===== src/rtl/maze_defines.svh =====
`ifndef MAZE_DEFINES_SVH
`define MAZE_DEFINES_SVH

// grid geometry
`define MAZE_GRID_SIZE    8
`define MAZE_COORD_W      3

// move link and budget
`define MAZE_QUEUE_DEPTH  4
`define MAZE_MAX_MOVES    20
`define MAZE_CNT_W        5   // wide enough for the move budget

// positions held after reset
`define MAZE_RST_START_X  5
`define MAZE_RST_START_Y  2
`define MAZE_RST_DEST_X   3
`define MAZE_RST_DEST_Y   3

// start cell used when start and destination collide
`define MAZE_ALT_START_X  3
`define MAZE_ALT_START_Y  4

`endif


===== src/rtl/maze_pkg.sv =====
`default_nettype none

`include "maze_defines.svh"

package maze_pkg;

    // one grid coordinate, also used for the map number
    typedef logic [`MAZE_COORD_W-1:0] coord_t;

    // round progress of the game
    typedef enum logic [2:0] {
        MENU = 3'd0,    // waiting for start
        LOAD = 3'd1,    // copy start cell into player
        PLAY = 3'd2,
        WON  = 3'd3,
        LOST = 3'd4
    } game_state_e;

    // move commands carried over the credit link
    typedef enum logic [1:0] {
        MV_UP    = 2'd0,    // y + 1
        MV_DOWN  = 2'd1,    // y - 1
        MV_LEFT  = 2'd2,    // x - 1
        MV_RIGHT = 2'd3     // x + 1
    } move_op_e;

endpackage

`default_nettype wire


===== src/rtl/maze_game_top.sv =====
`timescale 1ns/1ns
`default_nettype none

`include "maze_defines.svh"

module maze_game_top import maze_pkg::*; (
    input  wire logic   clk,
    input  wire logic   nrst,
    input  wire logic   start,
    input  wire logic   btn_up,
    input  wire logic   btn_down,
    input  wire logic   btn_left,
    input  wire logic   btn_right,
    output game_state_e game_state,
    output coord_t      player_x,
    output coord_t      player_y,
    output coord_t      dest_x,
    output coord_t      dest_y,
    output coord_t      map_select,
    output logic [`MAZE_CNT_W-1:0] move_count
);

    logic     activate_rand;
    coord_t   start_x;
    coord_t   start_y;
    logic     cmd_valid;
    move_op_e cmd;
    logic     credit_return;
    logic     q_valid;
    move_op_e q_cmd;
    logic     q_pop;

    maze_pos_gen u_pos_gen (
        .clk           (clk),
        .nrst          (nrst),
        .activate_rand (activate_rand),
        .map_select    (map_select),
        .start_x       (start_x),
        .start_y       (start_y),
        .dest_x        (dest_x),
        .dest_y        (dest_y)
    );

    move_cmd_gen u_cmd_gen (
        .clk           (clk),
        .nrst          (nrst),
        .btn_up        (btn_up),
        .btn_down      (btn_down),
        .btn_left      (btn_left),
        .btn_right     (btn_right),
        .credit_return (credit_return),
        .cmd_valid     (cmd_valid),
        .cmd           (cmd)
    );

    move_queue u_queue (
        .clk           (clk),
        .nrst          (nrst),
        .cmd_valid     (cmd_valid),
        .cmd           (cmd),
        .q_pop         (q_pop),
        .q_valid       (q_valid),
        .q_cmd         (q_cmd),
        .credit_return (credit_return)
    );

    player_ctrl u_player (
        .clk           (clk),
        .nrst          (nrst),
        .start         (start),
        .q_valid       (q_valid),
        .q_cmd         (q_cmd),
        .start_x       (start_x),
        .start_y       (start_y),
        .dest_x        (dest_x),
        .dest_y        (dest_y),
        .map_select    (map_select),
        .q_pop         (q_pop),
        .activate_rand (activate_rand),
        .game_state    (game_state),
        .player_x      (player_x),
        .player_y      (player_y),
        .move_count    (move_count)
    );

endmodule

`default_nettype wire


===== src/rtl/maze_lfsr.sv =====
`timescale 1ns/1ns
`default_nettype none

module maze_lfsr import maze_pkg::*; #(
    parameter logic [11:0] SEED = 12'h001   // must not be zero
) (
    input  wire logic        clk,
    input  wire logic        nrst,
    output logic      [11:0] rand_val
);

    logic feedback;

    // taps 12, 6, 4 and 1 of the fibonacci form
    assign feedback = rand_val[11] ^ rand_val[5] ^ rand_val[3] ^ rand_val[0];

    always_ff @(posedge clk or negedge nrst) begin
        if (!nrst) begin
            rand_val <= SEED;
        end else begin
            rand_val <= {rand_val[10:0], feedback};   // steps every cycle
        end
    end

endmodule

`default_nettype wire


===== src/rtl/maze_pos_gen.sv =====
`timescale 1ns/1ns
`default_nettype none

`include "maze_defines.svh"

module maze_pos_gen import maze_pkg::*; (
    input  wire logic   clk,
    input  wire logic   nrst,
    input  wire logic   activate_rand,
    output coord_t      map_select,
    output coord_t      start_x,
    output coord_t      start_y,
    output coord_t      dest_x,
    output coord_t      dest_y
);

    logic [11:0] start_rand;
    logic [11:0] dest_rand;
    logic [11:0] map_rand;

    coord_t rnd_start_x;
    coord_t rnd_start_y;
    coord_t rnd_dest_x;
    coord_t rnd_dest_y;
    logic   overlap;

    maze_lfsr #(.SEED(12'd4069)) u_start_lfsr (
        .clk      (clk),
        .nrst     (nrst),
        .rand_val (start_rand)
    );

    maze_lfsr #(.SEED(12'd3011)) u_dest_lfsr (
        .clk      (clk),
        .nrst     (nrst),
        .rand_val (dest_rand)
    );

    maze_lfsr #(.SEED(12'd2393)) u_map_lfsr (
        .clk      (clk),
        .nrst     (nrst),
        .rand_val (map_rand)
    );

    assign rnd_start_x = start_rand[2:0];
    assign rnd_start_y = start_rand[5:3];
    assign rnd_dest_x  = dest_rand[2:0];
    assign rnd_dest_y  = dest_rand[5:3];

    assign overlap = (rnd_start_x == rnd_dest_x) && (rnd_start_y == rnd_dest_y);

    always_ff @(posedge clk or negedge nrst) begin
        if (!nrst) begin
            map_select <= '0;
            start_x    <= coord_t'(`MAZE_RST_START_X);
            start_y    <= coord_t'(`MAZE_RST_START_Y);
            dest_x     <= coord_t'(`MAZE_RST_DEST_X);
            dest_y     <= coord_t'(`MAZE_RST_DEST_Y);
        end else if (activate_rand) begin   // same edge as MENU -> LOAD
            map_select <= map_rand[2:0];
            dest_x     <= rnd_dest_x;
            dest_y     <= rnd_dest_y;
            if (overlap) begin
                // move the start off the destination on both axes
                start_x <= (rnd_dest_x == '0) ? coord_t'(`MAZE_ALT_START_X) : '0;
                start_y <= (rnd_dest_y == '0) ? coord_t'(`MAZE_ALT_START_Y) : '0;
            end else begin
                start_x <= rnd_start_x;
                start_y <= rnd_start_y;
            end
        end
    end

endmodule

`default_nettype wire


===== src/rtl/move_cmd_gen.sv =====
`timescale 1ns/1ns
`default_nettype none

`include "maze_defines.svh"

module move_cmd_gen import maze_pkg::*; (
    input  wire logic   clk,
    input  wire logic   nrst,
    input  wire logic   btn_up,
    input  wire logic   btn_down,
    input  wire logic   btn_left,
    input  wire logic   btn_right,
    input  wire logic   credit_return,
    output logic        cmd_valid,
    output move_op_e    cmd
);

    localparam int CRED_W = $clog2(`MAZE_QUEUE_DEPTH + 1);

    logic [3:0]        btn_q;      // sampled levels, {right, left, down, up}
    logic [3:0]        btn_prev;
    logic [3:0]        btn_rise;
    logic [CRED_W-1:0] credits;
    logic              send;
    move_op_e          next_cmd;

    assign btn_rise = btn_q & ~btn_prev;

    // up wins over down, down over left, left over right
    always_comb begin
        next_cmd = MV_RIGHT;
        if (btn_rise[0]) begin
            next_cmd = MV_UP;
        end else if (btn_rise[1]) begin
            next_cmd = MV_DOWN;
        end else if (btn_rise[2]) begin
            next_cmd = MV_LEFT;
        end
    end

    assign send = (|btn_rise) && (credits != '0);   // no credit, press is dropped

    always_ff @(posedge clk or negedge nrst) begin
        if (!nrst) begin
            btn_q    <= '0;
            btn_prev <= '0;
        end else begin
            btn_q    <= {btn_right, btn_left, btn_down, btn_up};
            btn_prev <= btn_q;
        end
    end

    always_ff @(posedge clk or negedge nrst) begin
        if (!nrst) begin
            cmd_valid <= 1'b0;
            credits   <= CRED_W'(`MAZE_QUEUE_DEPTH);
        end else begin
            cmd_valid <= send;
            credits   <= credits - CRED_W'(send) + CRED_W'(credit_return);
        end
    end

    always_ff @(posedge clk) begin
        if (send) begin
            cmd <= next_cmd;
        end
    end

endmodule

`default_nettype wire


===== src/rtl/move_queue.sv =====
`timescale 1ns/1ns
`default_nettype none

`include "maze_defines.svh"

module move_queue import maze_pkg::*; (
    input  wire logic       clk,
    input  wire logic       nrst,
    input  wire logic       cmd_valid,
    input  wire move_op_e   cmd,
    input  wire logic       q_pop,
    output logic            q_valid,
    output move_op_e        q_cmd,
    output logic            credit_return
);

    localparam int DEPTH = `MAZE_QUEUE_DEPTH;
    localparam int PTR_W = $clog2(DEPTH);
    localparam int CNT_W = $clog2(DEPTH + 1);

    move_op_e          mem [DEPTH];
    logic [PTR_W-1:0]  wr_ptr;
    logic [PTR_W-1:0]  rd_ptr;
    logic [CNT_W-1:0]  count;
    logic              do_pop;

    assign q_valid = (count != '0);
    assign q_cmd   = mem[rd_ptr];        // head entry
    assign do_pop  = q_pop && q_valid;

    // credits guarantee room, so a push never meets a full queue
    always_ff @(posedge clk) begin
        if (cmd_valid) begin
            mem[wr_ptr] <= cmd;
        end
    end

    always_ff @(posedge clk or negedge nrst) begin
        if (!nrst) begin
            wr_ptr        <= '0;
            rd_ptr        <= '0;
            count         <= '0;
            credit_return <= 1'b0;
        end else begin
            if (cmd_valid) begin
                wr_ptr <= (wr_ptr == PTR_W'(DEPTH - 1)) ? '0 : wr_ptr + 1'b1;
            end
            if (do_pop) begin
                rd_ptr <= (rd_ptr == PTR_W'(DEPTH - 1)) ? '0 : rd_ptr + 1'b1;
            end
            count         <= count + CNT_W'(cmd_valid) - CNT_W'(do_pop);
            credit_return <= do_pop;    // one credit per popped entry
        end
    end

endmodule

`default_nettype wire


===== src/rtl/player_ctrl.sv =====
`timescale 1ns/1ns
`default_nettype none

`include "maze_defines.svh"

module player_ctrl import maze_pkg::*; (
    input  wire logic       clk,
    input  wire logic       nrst,
    input  wire logic       start,
    input  wire logic       q_valid,
    input  wire move_op_e   q_cmd,
    input  wire coord_t     start_x,
    input  wire coord_t     start_y,
    input  wire coord_t     dest_x,
    input  wire coord_t     dest_y,
    input  wire coord_t     map_select,
    output logic            q_pop,
    output logic            activate_rand,
    output game_state_e     game_state,
    output coord_t          player_x,
    output coord_t          player_y,
    output logic [`MAZE_CNT_W-1:0] move_count
);

    localparam coord_t EDGE_HI = coord_t'(`MAZE_GRID_SIZE - 1);

    coord_t                 tgt_x;
    coord_t                 tgt_y;
    logic                   off_grid;
    logic                   tgt_is_dest;
    logic                   obstacle;
    coord_t                 new_x;
    coord_t                 new_y;
    logic [`MAZE_CNT_W-1:0] next_count;

    assign q_pop         = q_valid;     // drains one entry every cycle
    assign activate_rand = (game_state == MENU) && start;

    // target cell and whether it would leave the grid
    always_comb begin
        tgt_x    = player_x;
        tgt_y    = player_y;
        off_grid = 1'b0;
        case (q_cmd)
            MV_UP: begin
                tgt_y    = player_y + 3'd1;
                off_grid = (player_y == EDGE_HI);
            end
            MV_DOWN: begin
                tgt_y    = player_y - 3'd1;
                off_grid = (player_y == '0);
            end
            MV_LEFT: begin
                tgt_x    = player_x - 3'd1;
                off_grid = (player_x == '0);
            end
            MV_RIGHT: begin
                tgt_x    = player_x + 3'd1;
                off_grid = (player_x == EDGE_HI);
            end
        endcase
    end

    // column m of map m is blocked on odd rows, the destination never is
    assign tgt_is_dest = (tgt_x == dest_x) && (tgt_y == dest_y);
    assign obstacle    = (tgt_x == map_select) && tgt_y[0] && !tgt_is_dest;

    assign new_x      = (off_grid || obstacle) ? player_x : tgt_x;
    assign new_y      = (off_grid || obstacle) ? player_y : tgt_y;
    assign next_count = move_count + 1'b1;

    always_ff @(posedge clk or negedge nrst) begin
        if (!nrst) begin
            game_state <= MENU;
            player_x   <= coord_t'(`MAZE_RST_START_X);
            player_y   <= coord_t'(`MAZE_RST_START_Y);
            move_count <= '0;
        end else begin
            case (game_state)
                MENU: if (start) game_state <= LOAD;
                LOAD: begin
                    player_x   <= start_x;
                    player_y   <= start_y;
                    move_count <= '0;
                    game_state <= PLAY;
                end
                PLAY: if (q_valid) begin
                    player_x   <= new_x;
                    player_y   <= new_y;
                    move_count <= next_count;
                    if ((new_x == dest_x) && (new_y == dest_y)) begin
                        game_state <= WON;    // a win beats running out of moves
                    end else if (next_count == `MAZE_CNT_W'(`MAZE_MAX_MOVES)) begin
                        game_state <= LOST;
                    end
                end
                WON, LOST: if (start) game_state <= MENU;
                default: game_state <= MENU;
            endcase
        end
    end

endmodule

`default_nettype wire

===== config.mk =====
export PLATFORM = sky130hd
export DESIGN_NAME = maze_game_top
export DESIGN_NICKNAME = d
export VERILOG_FILES = /design/src/rtl/maze_pkg.sv /design/src/rtl/maze_game_top.sv /design/src/rtl/maze_lfsr.sv /design/src/rtl/maze_pos_gen.sv /design/src/rtl/move_cmd_gen.sv /design/src/rtl/move_queue.sv /design/src/rtl/player_ctrl.sv
export VERILOG_INCLUDE_DIRS = /design/src /design/src/rtl
export SDC_FILE = /design/constraint.sdc
export NUM_CORES = 1
export LEC_CHECK = 0
export BUFFER_PORTS_ARGS = -buffer_cell sky130_fd_sc_hd__buf_2
export CORE_MARGIN = 2
export CORE_UTILIZATION = 58
export CTS_CLUSTER_DIAMETER = 150
export DETAILED_ROUTE_END_ITERATION = 7
export PLACE_DENSITY = 0.75
export SLEW_MARGIN = 5
export SYNTH_ARGS = -nofsm -noshare
export SYNTH_HDL_FRONTEND = slang
export SYNTH_HIERARCHICAL = 1
export SYNTH_SLANG_ARGS = --single-unit

===== constraint.sdc =====
create_clock -name clk -period 4 [get_ports clk]
set_input_delay 0.4 -clock clk [delete_from_list [all_inputs] [get_ports clk]]
set_output_delay 0.4 -clock clk [all_outputs]
set_load 0.05 [all_outputs]

### Word level (Yosys, flattened, before mapping)

Memory sizes are Yosys's and may differ from the RTL's.
Index checks and enable logic that the tools add are counted.

* add/subtract/negate cells: 11
* equality and inequality tests: 23
* multiplexer cells: 27
* bitwise operators: 11
* reduce and logical (&&, ||, !) cells: 23

Operators by type and width (count)
* 3-bit two-way mux: 12
* 3-bit case mux with 2 select lines: 4
* 3-bit == test: 7
* 3-bit logical NOT: 5
* 3-bit case mux with 4 select lines: 1
* 5-bit case mux with 2 select lines: 1
* 3-bit == test (second input constant): 3
* 1-bit XOR: 9
* 2-bit == test (second input constant): 4
* 1-bit logical AND: 7
* 3-bit by 1-bit adder with 3-bit output: 2
* 3-bit by 1-bit adder with 3-bit output (second input constant): 2
* 3-bit by 2-bit == test with 1-bit output (second input constant): 2
* 2-bit two-way mux: 3
* 2-bit != test (second input constant): 3
* 3-bit nonzero test: 2
* 3-bit by 1-bit subtractor with 3-bit output: 2
* 3-bit by 1-bit subtractor with 3-bit output (second input constant): 2
* 5-bit by 1-bit adder with 5-bit output (second input constant): 1
* 5-bit == test (second input constant): 1
* 5-bit two-way mux: 1
* 2-bit by 1-bit adder with 2-bit output (second input constant): 2
* 4-bit bitwise AND: 1
* 1-bit two-way mux: 4
* other kinds (13): 14

* flip-flop bits (word level): 87
* bits in writable memories: 8
* output and inout port bits: 23
* memories: 1

Memory list
* u_queue.mem: depth 4, width 2, read ports 1, clocked after memory_dff 0, wr ports 1, line move_queue.sv:21 `move_op_e mem [DEPTH];`

### Depth between registers and ports, before layout

An unclocked memory read counts as a cell.

* depth after elaboration: 14
* mapped depth: 13

### By module

The synthesis kept the hierarchy.

By module, submodules not included
* player_ctrl: times used 1, cells an instance 171, area an instance 1417.6 sq um
* move_queue: times used 1, cells an instance 48, area an instance 739.5 sq um
* maze_pos_gen: times used 1, cells an instance 57, area an instance 679.4 sq um
* move_cmd_gen: times used 1, cells an instance 32, area an instance 505.5 sq um
* maze_lfsr (u_pos_gen.u_start_lfsr): times used 1, cells an instance 15, area an instance 337.8 sq um
* maze_lfsr (u_pos_gen.u_dest_lfsr): times used 1, cells an instance 15, area an instance 335.3 sq um
* maze_lfsr (u_pos_gen.u_map_lfsr): times used 1, cells an instance 15, area an instance 334.1 sq um

### Worst setup path after synthesis

OpenSTA, ideal clock, no wires.

* path type: reg-to-reg
* start: reg u_queue.rd_ptr[0]
* end: reg u_player.player_y[2]
* setup time: 122 ps
* arrival time: 3332 ps
* slack: 546 ps
* cell stages (with the launch flop): 14
* buffers on the path: 1
* cells stage by stage: dfrtp_1 -> mux4_2 -> inv_1 -> ha_1 -> xor2_1 -> ha_1 -> a21oi_1 -> mux2i_1 -> xor2_1 -> o41ai_4 -> and2_1 -> buf_6 -> a41oi_1 -> o22a_1

* word-level cells in the longest chain between the ends: 11
* elaborated cells on any way between the ends: 19
* classes of those cells: eq/ne: 6; mux: 6; reduce/logical: 6; memory: 1

Ends and longest elaborated chain
* start: declaration: line move_queue.sv:23 `logic [PTR_W-1:0] rd_ptr;`
* start signal: assignment: line move_queue.sv:49 `rd_ptr <= (rd_ptr == PTR_W'(DEPTH - 1)) ? '0 : rd_ptr + 1'b1;`
* memory 4 x 2 bit (*)
* named net q_cmd[1]: line maze_game_top.sv:30 `move_op_e q_cmd;`
* 2-bit == test (tied with other cells): line player_ctrl.sv:44 `case (q_cmd)`
* 3-bit case mux with 2 select lines: line player_ctrl.sv:44
* 3-bit == test: line player_ctrl.sv:65 `assign tgt_is_dest = (tgt_x == dest_x) && (tgt_y == dest_y);`
* 1-bit logical AND: line player_ctrl.sv:65
* 1-bit logical NOT: line player_ctrl.sv:66 `assign obstacle = (tgt_x == map_select) && tgt_y[0] && !tgt_is_dest;`
* 1-bit logical AND: line player_ctrl.sv:66
* 1-bit logical OR: line player_ctrl.sv:69 `assign new_y = (off_grid || obstacle) ? player_y : tgt_y;`
* 3-bit two-way mux (*): line player_ctrl.sv:69
* 3-bit two-way mux (*): line player_ctrl.sv:87 `PLAY: if (q_valid) begin`
* 3-bit case mux with 2 select lines (*): line player_ctrl.sv:79 `case (game_state)`
* end signal: assignment: line player_ctrl.sv:76 `` player_y <= coord_t'(`MAZE_RST_START_Y); ``
* end signal: assignment: line player_ctrl.sv:83 `player_y <= start_y;`
* end signal: assignment: line player_ctrl.sv:89 `player_y <= new_y;`
* end: declaration: line player_ctrl.sv:21 `output coord_t player_y,`

The timed path passes the listed nets; every way through them passes the cells marked *. The select of a mux whose other input is x is not followed.
A chain may end at the register's enable or synchronous reset.

### Worst setup path in the final report

* start: reg u_queue.rd_ptr[0]
* end: reg u_player.player_y[0]

The elaborated chain is that of the path after synthesis.

==> results.py <==
metrics = {
    "clocking": {
        "clock_latency_ns": 0.35,
        "clk_pin_slew_ns": 0.09,
        "root_buffer": "clkbuf_8",
        "cts_max_level": 3,
        "cts_resized": 0,
        "post_cts_buffers": 0,
        "clkSinkCount": 95,
        "clock_path_buffers": 2,
        "cts_inserted_buffers": 9,
        "holdBufCountCts": 0,
        "cts_tree": "yes",
    },
    "setup_path": {
        "crit_required_ns": 4.24,
        "cp-start-kind": "flip-flop",
        "cp.arrival_ns": 3.94,
        "path_max_fanout": 9,
        "worst_r2r_startpoint": "u_queue/rd_ptr[0]$_DFFE_PN0P_",
        "critPathCaptureType": "flip-flop",
        "critPathKind": "reg2reg",
        "crit_start": "u_queue/rd_ptr[0]$_DFFE_PN0P_",
    },
    "min_path": {
        "worstHoldStart": "btn_left",
        "hold_path.class": "in2reg",
    },
    "routing": {
        "wl_per_cell_um": 15.4,
        "wl_um": 7470,
        "ant_nets": 0,
        "firstDrtPassIters": 4,
        "vias": 2661,
        "viasPerCell": 5.48,
        "drtIter0Drc": 132,
        "route.detailed.drc": 0,
    },
    "sta": {
        "slew_violations": 0,
        "rsz0062_at_grt": "false",
        "slew_headroom_pct": 22.6,
        "fin_setup_tns_ns": 0,
        "setup_viol": 0,
        "period_needed_ns": 3.70,
        "period_share_pct": 92.5,
        "skew_ns": 0.00926,
        "hold_viol": 0,
        "worstMarginPinSlew_ns": 1.15,
        "setup_ws_ns": 0.300,
        "timing.fmax_mhz": 270,
    },
    "place": {
        "port_buffers": 29,
        "dp_hpwl_um": 5280,
        "routabilityCongestion": 0.955,
        "place_ws_ns": 0.318,
    },
    "logic_synthesis": {
        "synth_xor_area_share_pct": 6.04,
        "syn-instance-count": 353,
        "synth_seq_cells": 95,
        "synth_nets": 379,
        "avgSynthCellArea_um2": 12.3,
        "synth_edf_count": 10,
        "synthSimpleGateAreaFrac_pct": 10.5,
        "synth_async_sr_flop_share_pct": 89.5,
        "synth_compound_area_share_pct": 12.4,
        "yosysWarnings": 6,
        "synthMuxAreaShare_pct": 5.03,
        "synth_cell_types": 60,
        "ys_seq_area_share_pct": 56.8,
        "synth_top_family_by_area": "compound AO/OA/AOI/OAI gates",
        "ys.flop_type": "dfrtp_1",
        "synth-adder-area-share_pct": 5.98,
        "netlist_area_um2": 4350,
    },
    "pwr": {
        "p_sw_uw": 870,
        "swShare_pct": 36.7,
        "comb_power_share_pct": 28.5,
        "cellInternalPower_uw": 1500,
        "power_density_nw_per_um2": 499,
        "pwr-share-seq_pct": 47.5,
        "p_leak_uw": 0.00212,
        "clockPowerShare_pct": 24.0,
        "ir_drop_mv": 0.262,
    },
    "finish": {
        "multi_input_area_um2": 1740,
        "seq_area_um2": 2470,
        "nFillCells": 566,
        "area_delta_synth_final_pct": 9.23,
        "diodes": 0,
        "num-nets-final": 408,
        "drive_above_1_share_pct": 27.6,
        "fin_util_pct": 65.5,
    },
    "die": {
        "row_count": 31,
        "pin_count": 30,
        "die_x_um": 90.6,
        "start_util_pct": 60.0,
        "fp.dieH_um": 90.6,
        "core_area_um2": 7250,
        "die-area_um2": 8210,
    },
    "grt": {
        "grt_max_degree": 86,
        "antenna_found_initial": 0,
        "grtUsageTotal_pct": 20.0,
        "grt_overflow_total": 0,
        "grt_pass1_wl_um": 13100,
        "grt_pass1_vias": 2729,
    },
    "outcome": {
        "outcome": "finished clean",
    },
    "job": {
        "cap_violations": 0,
    },
}
power groups by stage:
stage	logic [uW]	clock network (uW)	registers, uW
finish	675	568	1130
floorplan	462	0	1220
global placement	662	0	1140
CTS	672	591	1130
detailed placement	669	0	1140
global route	732	631	1140
sequential cells by signal, summed over array words and instances (netlist names):
register and cells:
u_pos_gen/dest_y 3, u_queue/credit_return 1, u_cmd_gen/cmd_valid 1, u_queue/rd_ptr 2, u_cmd_gen/btn_q 4, u_pos_gen/start_y 3
u_pos_gen/dest_x 3, u_pos_gen/u_start_lfsr/rand_val 12, u_player/game_state 3, u_queue/count 3, u_player/player_y 3, u_cmd_gen/btn_prev 4
u_player/move_count 5, u_pos_gen/u_dest_lfsr/rand_val 12, u_pos_gen/u_map_lfsr/rand_val 12, u_cmd_gen/credits 3, u_player/player_x 3, u_queue/mem 8
u_pos_gen/start_x 3, u_pos_gen/map_select 3, u_queue/wr_ptr 2, u_cmd_gen/cmd 2
worst paths after layout:
| path | slack, ns | cells past startpoint | endpoint |
|---|---|---|---|
| hold / removal | 0.15 | 1 | u_cmd_gen/btn_q[2]$_DFF_PN0_ |
| hold reg to reg | 0.35 | 0 | u_pos_gen/u_map_lfsr/rand_val[8]$_DFF_PN1_ |
| min in group asynchronous | 0.21 | 1 | u_pos_gen/u_start_lfsr/rand_val[1]$_DFF_PN0_ |
| setup reg to reg | 0.30 | 12 | u_player/player_y[0]$_DFFE_PN0P_ |
| setup / recovery | 0.30 | 12 | u_player/player_y[0]$_DFFE_PN0P_ |
| max in group asynchronous | 3.13 | 1 | u_pos_gen/dest_x[2]$_DFFE_PN0P_ |
kinds of logic (layout without fill, tap and decap cells):
family                   count (synthesis)  after routing
adder cells (fa/ha/maj)                 19             19
XOR/XNOR                                30             30
multiplexers                            18             18
buffers and inverters                   34             68
AO/OA/AOI/OAI                           70             70
AND/OR/NAND/NOR                         87             87
flip-flops                              95             95
placed cells by master, fill, tap and decap left out, types with 5 or more instances in the layout:
cell type  count
clkbuf_8      10
dfrtp_1       52
mux2i_1        5
nor2_1        18
o21ai_0       18
xor2_1        10
mux2_2        11
edfxtp_1      10
nor3_1         5
buf_2         28
o22ai_1        5
dfstp_2       33
a21oi_1       11
xnor2_1       20
o22a_1         6
ha_1          16
nand3_1       11
nand2_1       20
and2_1         7
inv_1         22
routing by layer:
metal | wire, um | vias to the layer above | global-route usage (%) | part of all wire [%]
met4 | 78 | 0 | 6.28 | 1.0
met5 | 0 | - | 0 | 0
met1 | 3440 | 1311 | 27.1 | 46
li1 | - | 1292 | - | -
met2 | 3670 | 51 | 31.5 | 49
met3 | 288 | 7 | 5.59 | 3.9
cells in the mapped netlist, types with 6 or more instances:
master,n,share of area (%)
a21oi_1,11,1.3
and2_1,7,1.0
dfrtp_1,52,30
dfstp_2,33,20
edfxtp_1,10,6.9
ha_1,16,4.6
inv_1,22,1.9
mux2_2,11,2.8
nand2_1,20,1.7
nand3_1,11,1.3
nor2_1,18,1.6
nor3_1,6,0.69
o21ai_0,18,2.1
o22a_1,6,1.2
xnor2_1,20,4.0
xor2_1,10,2.0
per-stage QoR:
stage,std cells,hold WS (ns),area [um^2],power (uW)
after floorplan,353,0.104,4350,1680
after global placement,470,0.334,4570,1800
after detailed placement,470,0.337,4570,1810
after CTS,486,0.126,4750,2390
after global routing,486,0.119,4750,2500
final,486,0.146,4750,2370
cell type report:
cell class	instances	area share, %
Clock buffer	11	2.98
Inverter	22	1.74
Tap cell	99	2.61
Multi-Input combinational cell	224	36.6
Timing Repair Buffer	30	3.27
Sequential cell	95	52.0
Clock inverter	5	0.816
worst max-delay path, cell delays in order (launching register included):
cell	delay (ns)
dfrtp_1	0.45
mux4_2	0.62
inv_1	0.17
ha_1	0.24
xor2_1	0.09
ha_1	0.18
a21oi_1	0.14
mux2i_1	0.36
xor2_1	0.18
o41ai_4	0.37
and2_1	0.34
a41oi_1	0.17
o22a_1	0.27
Note: power is estimated with default switching activity, not from simulation.
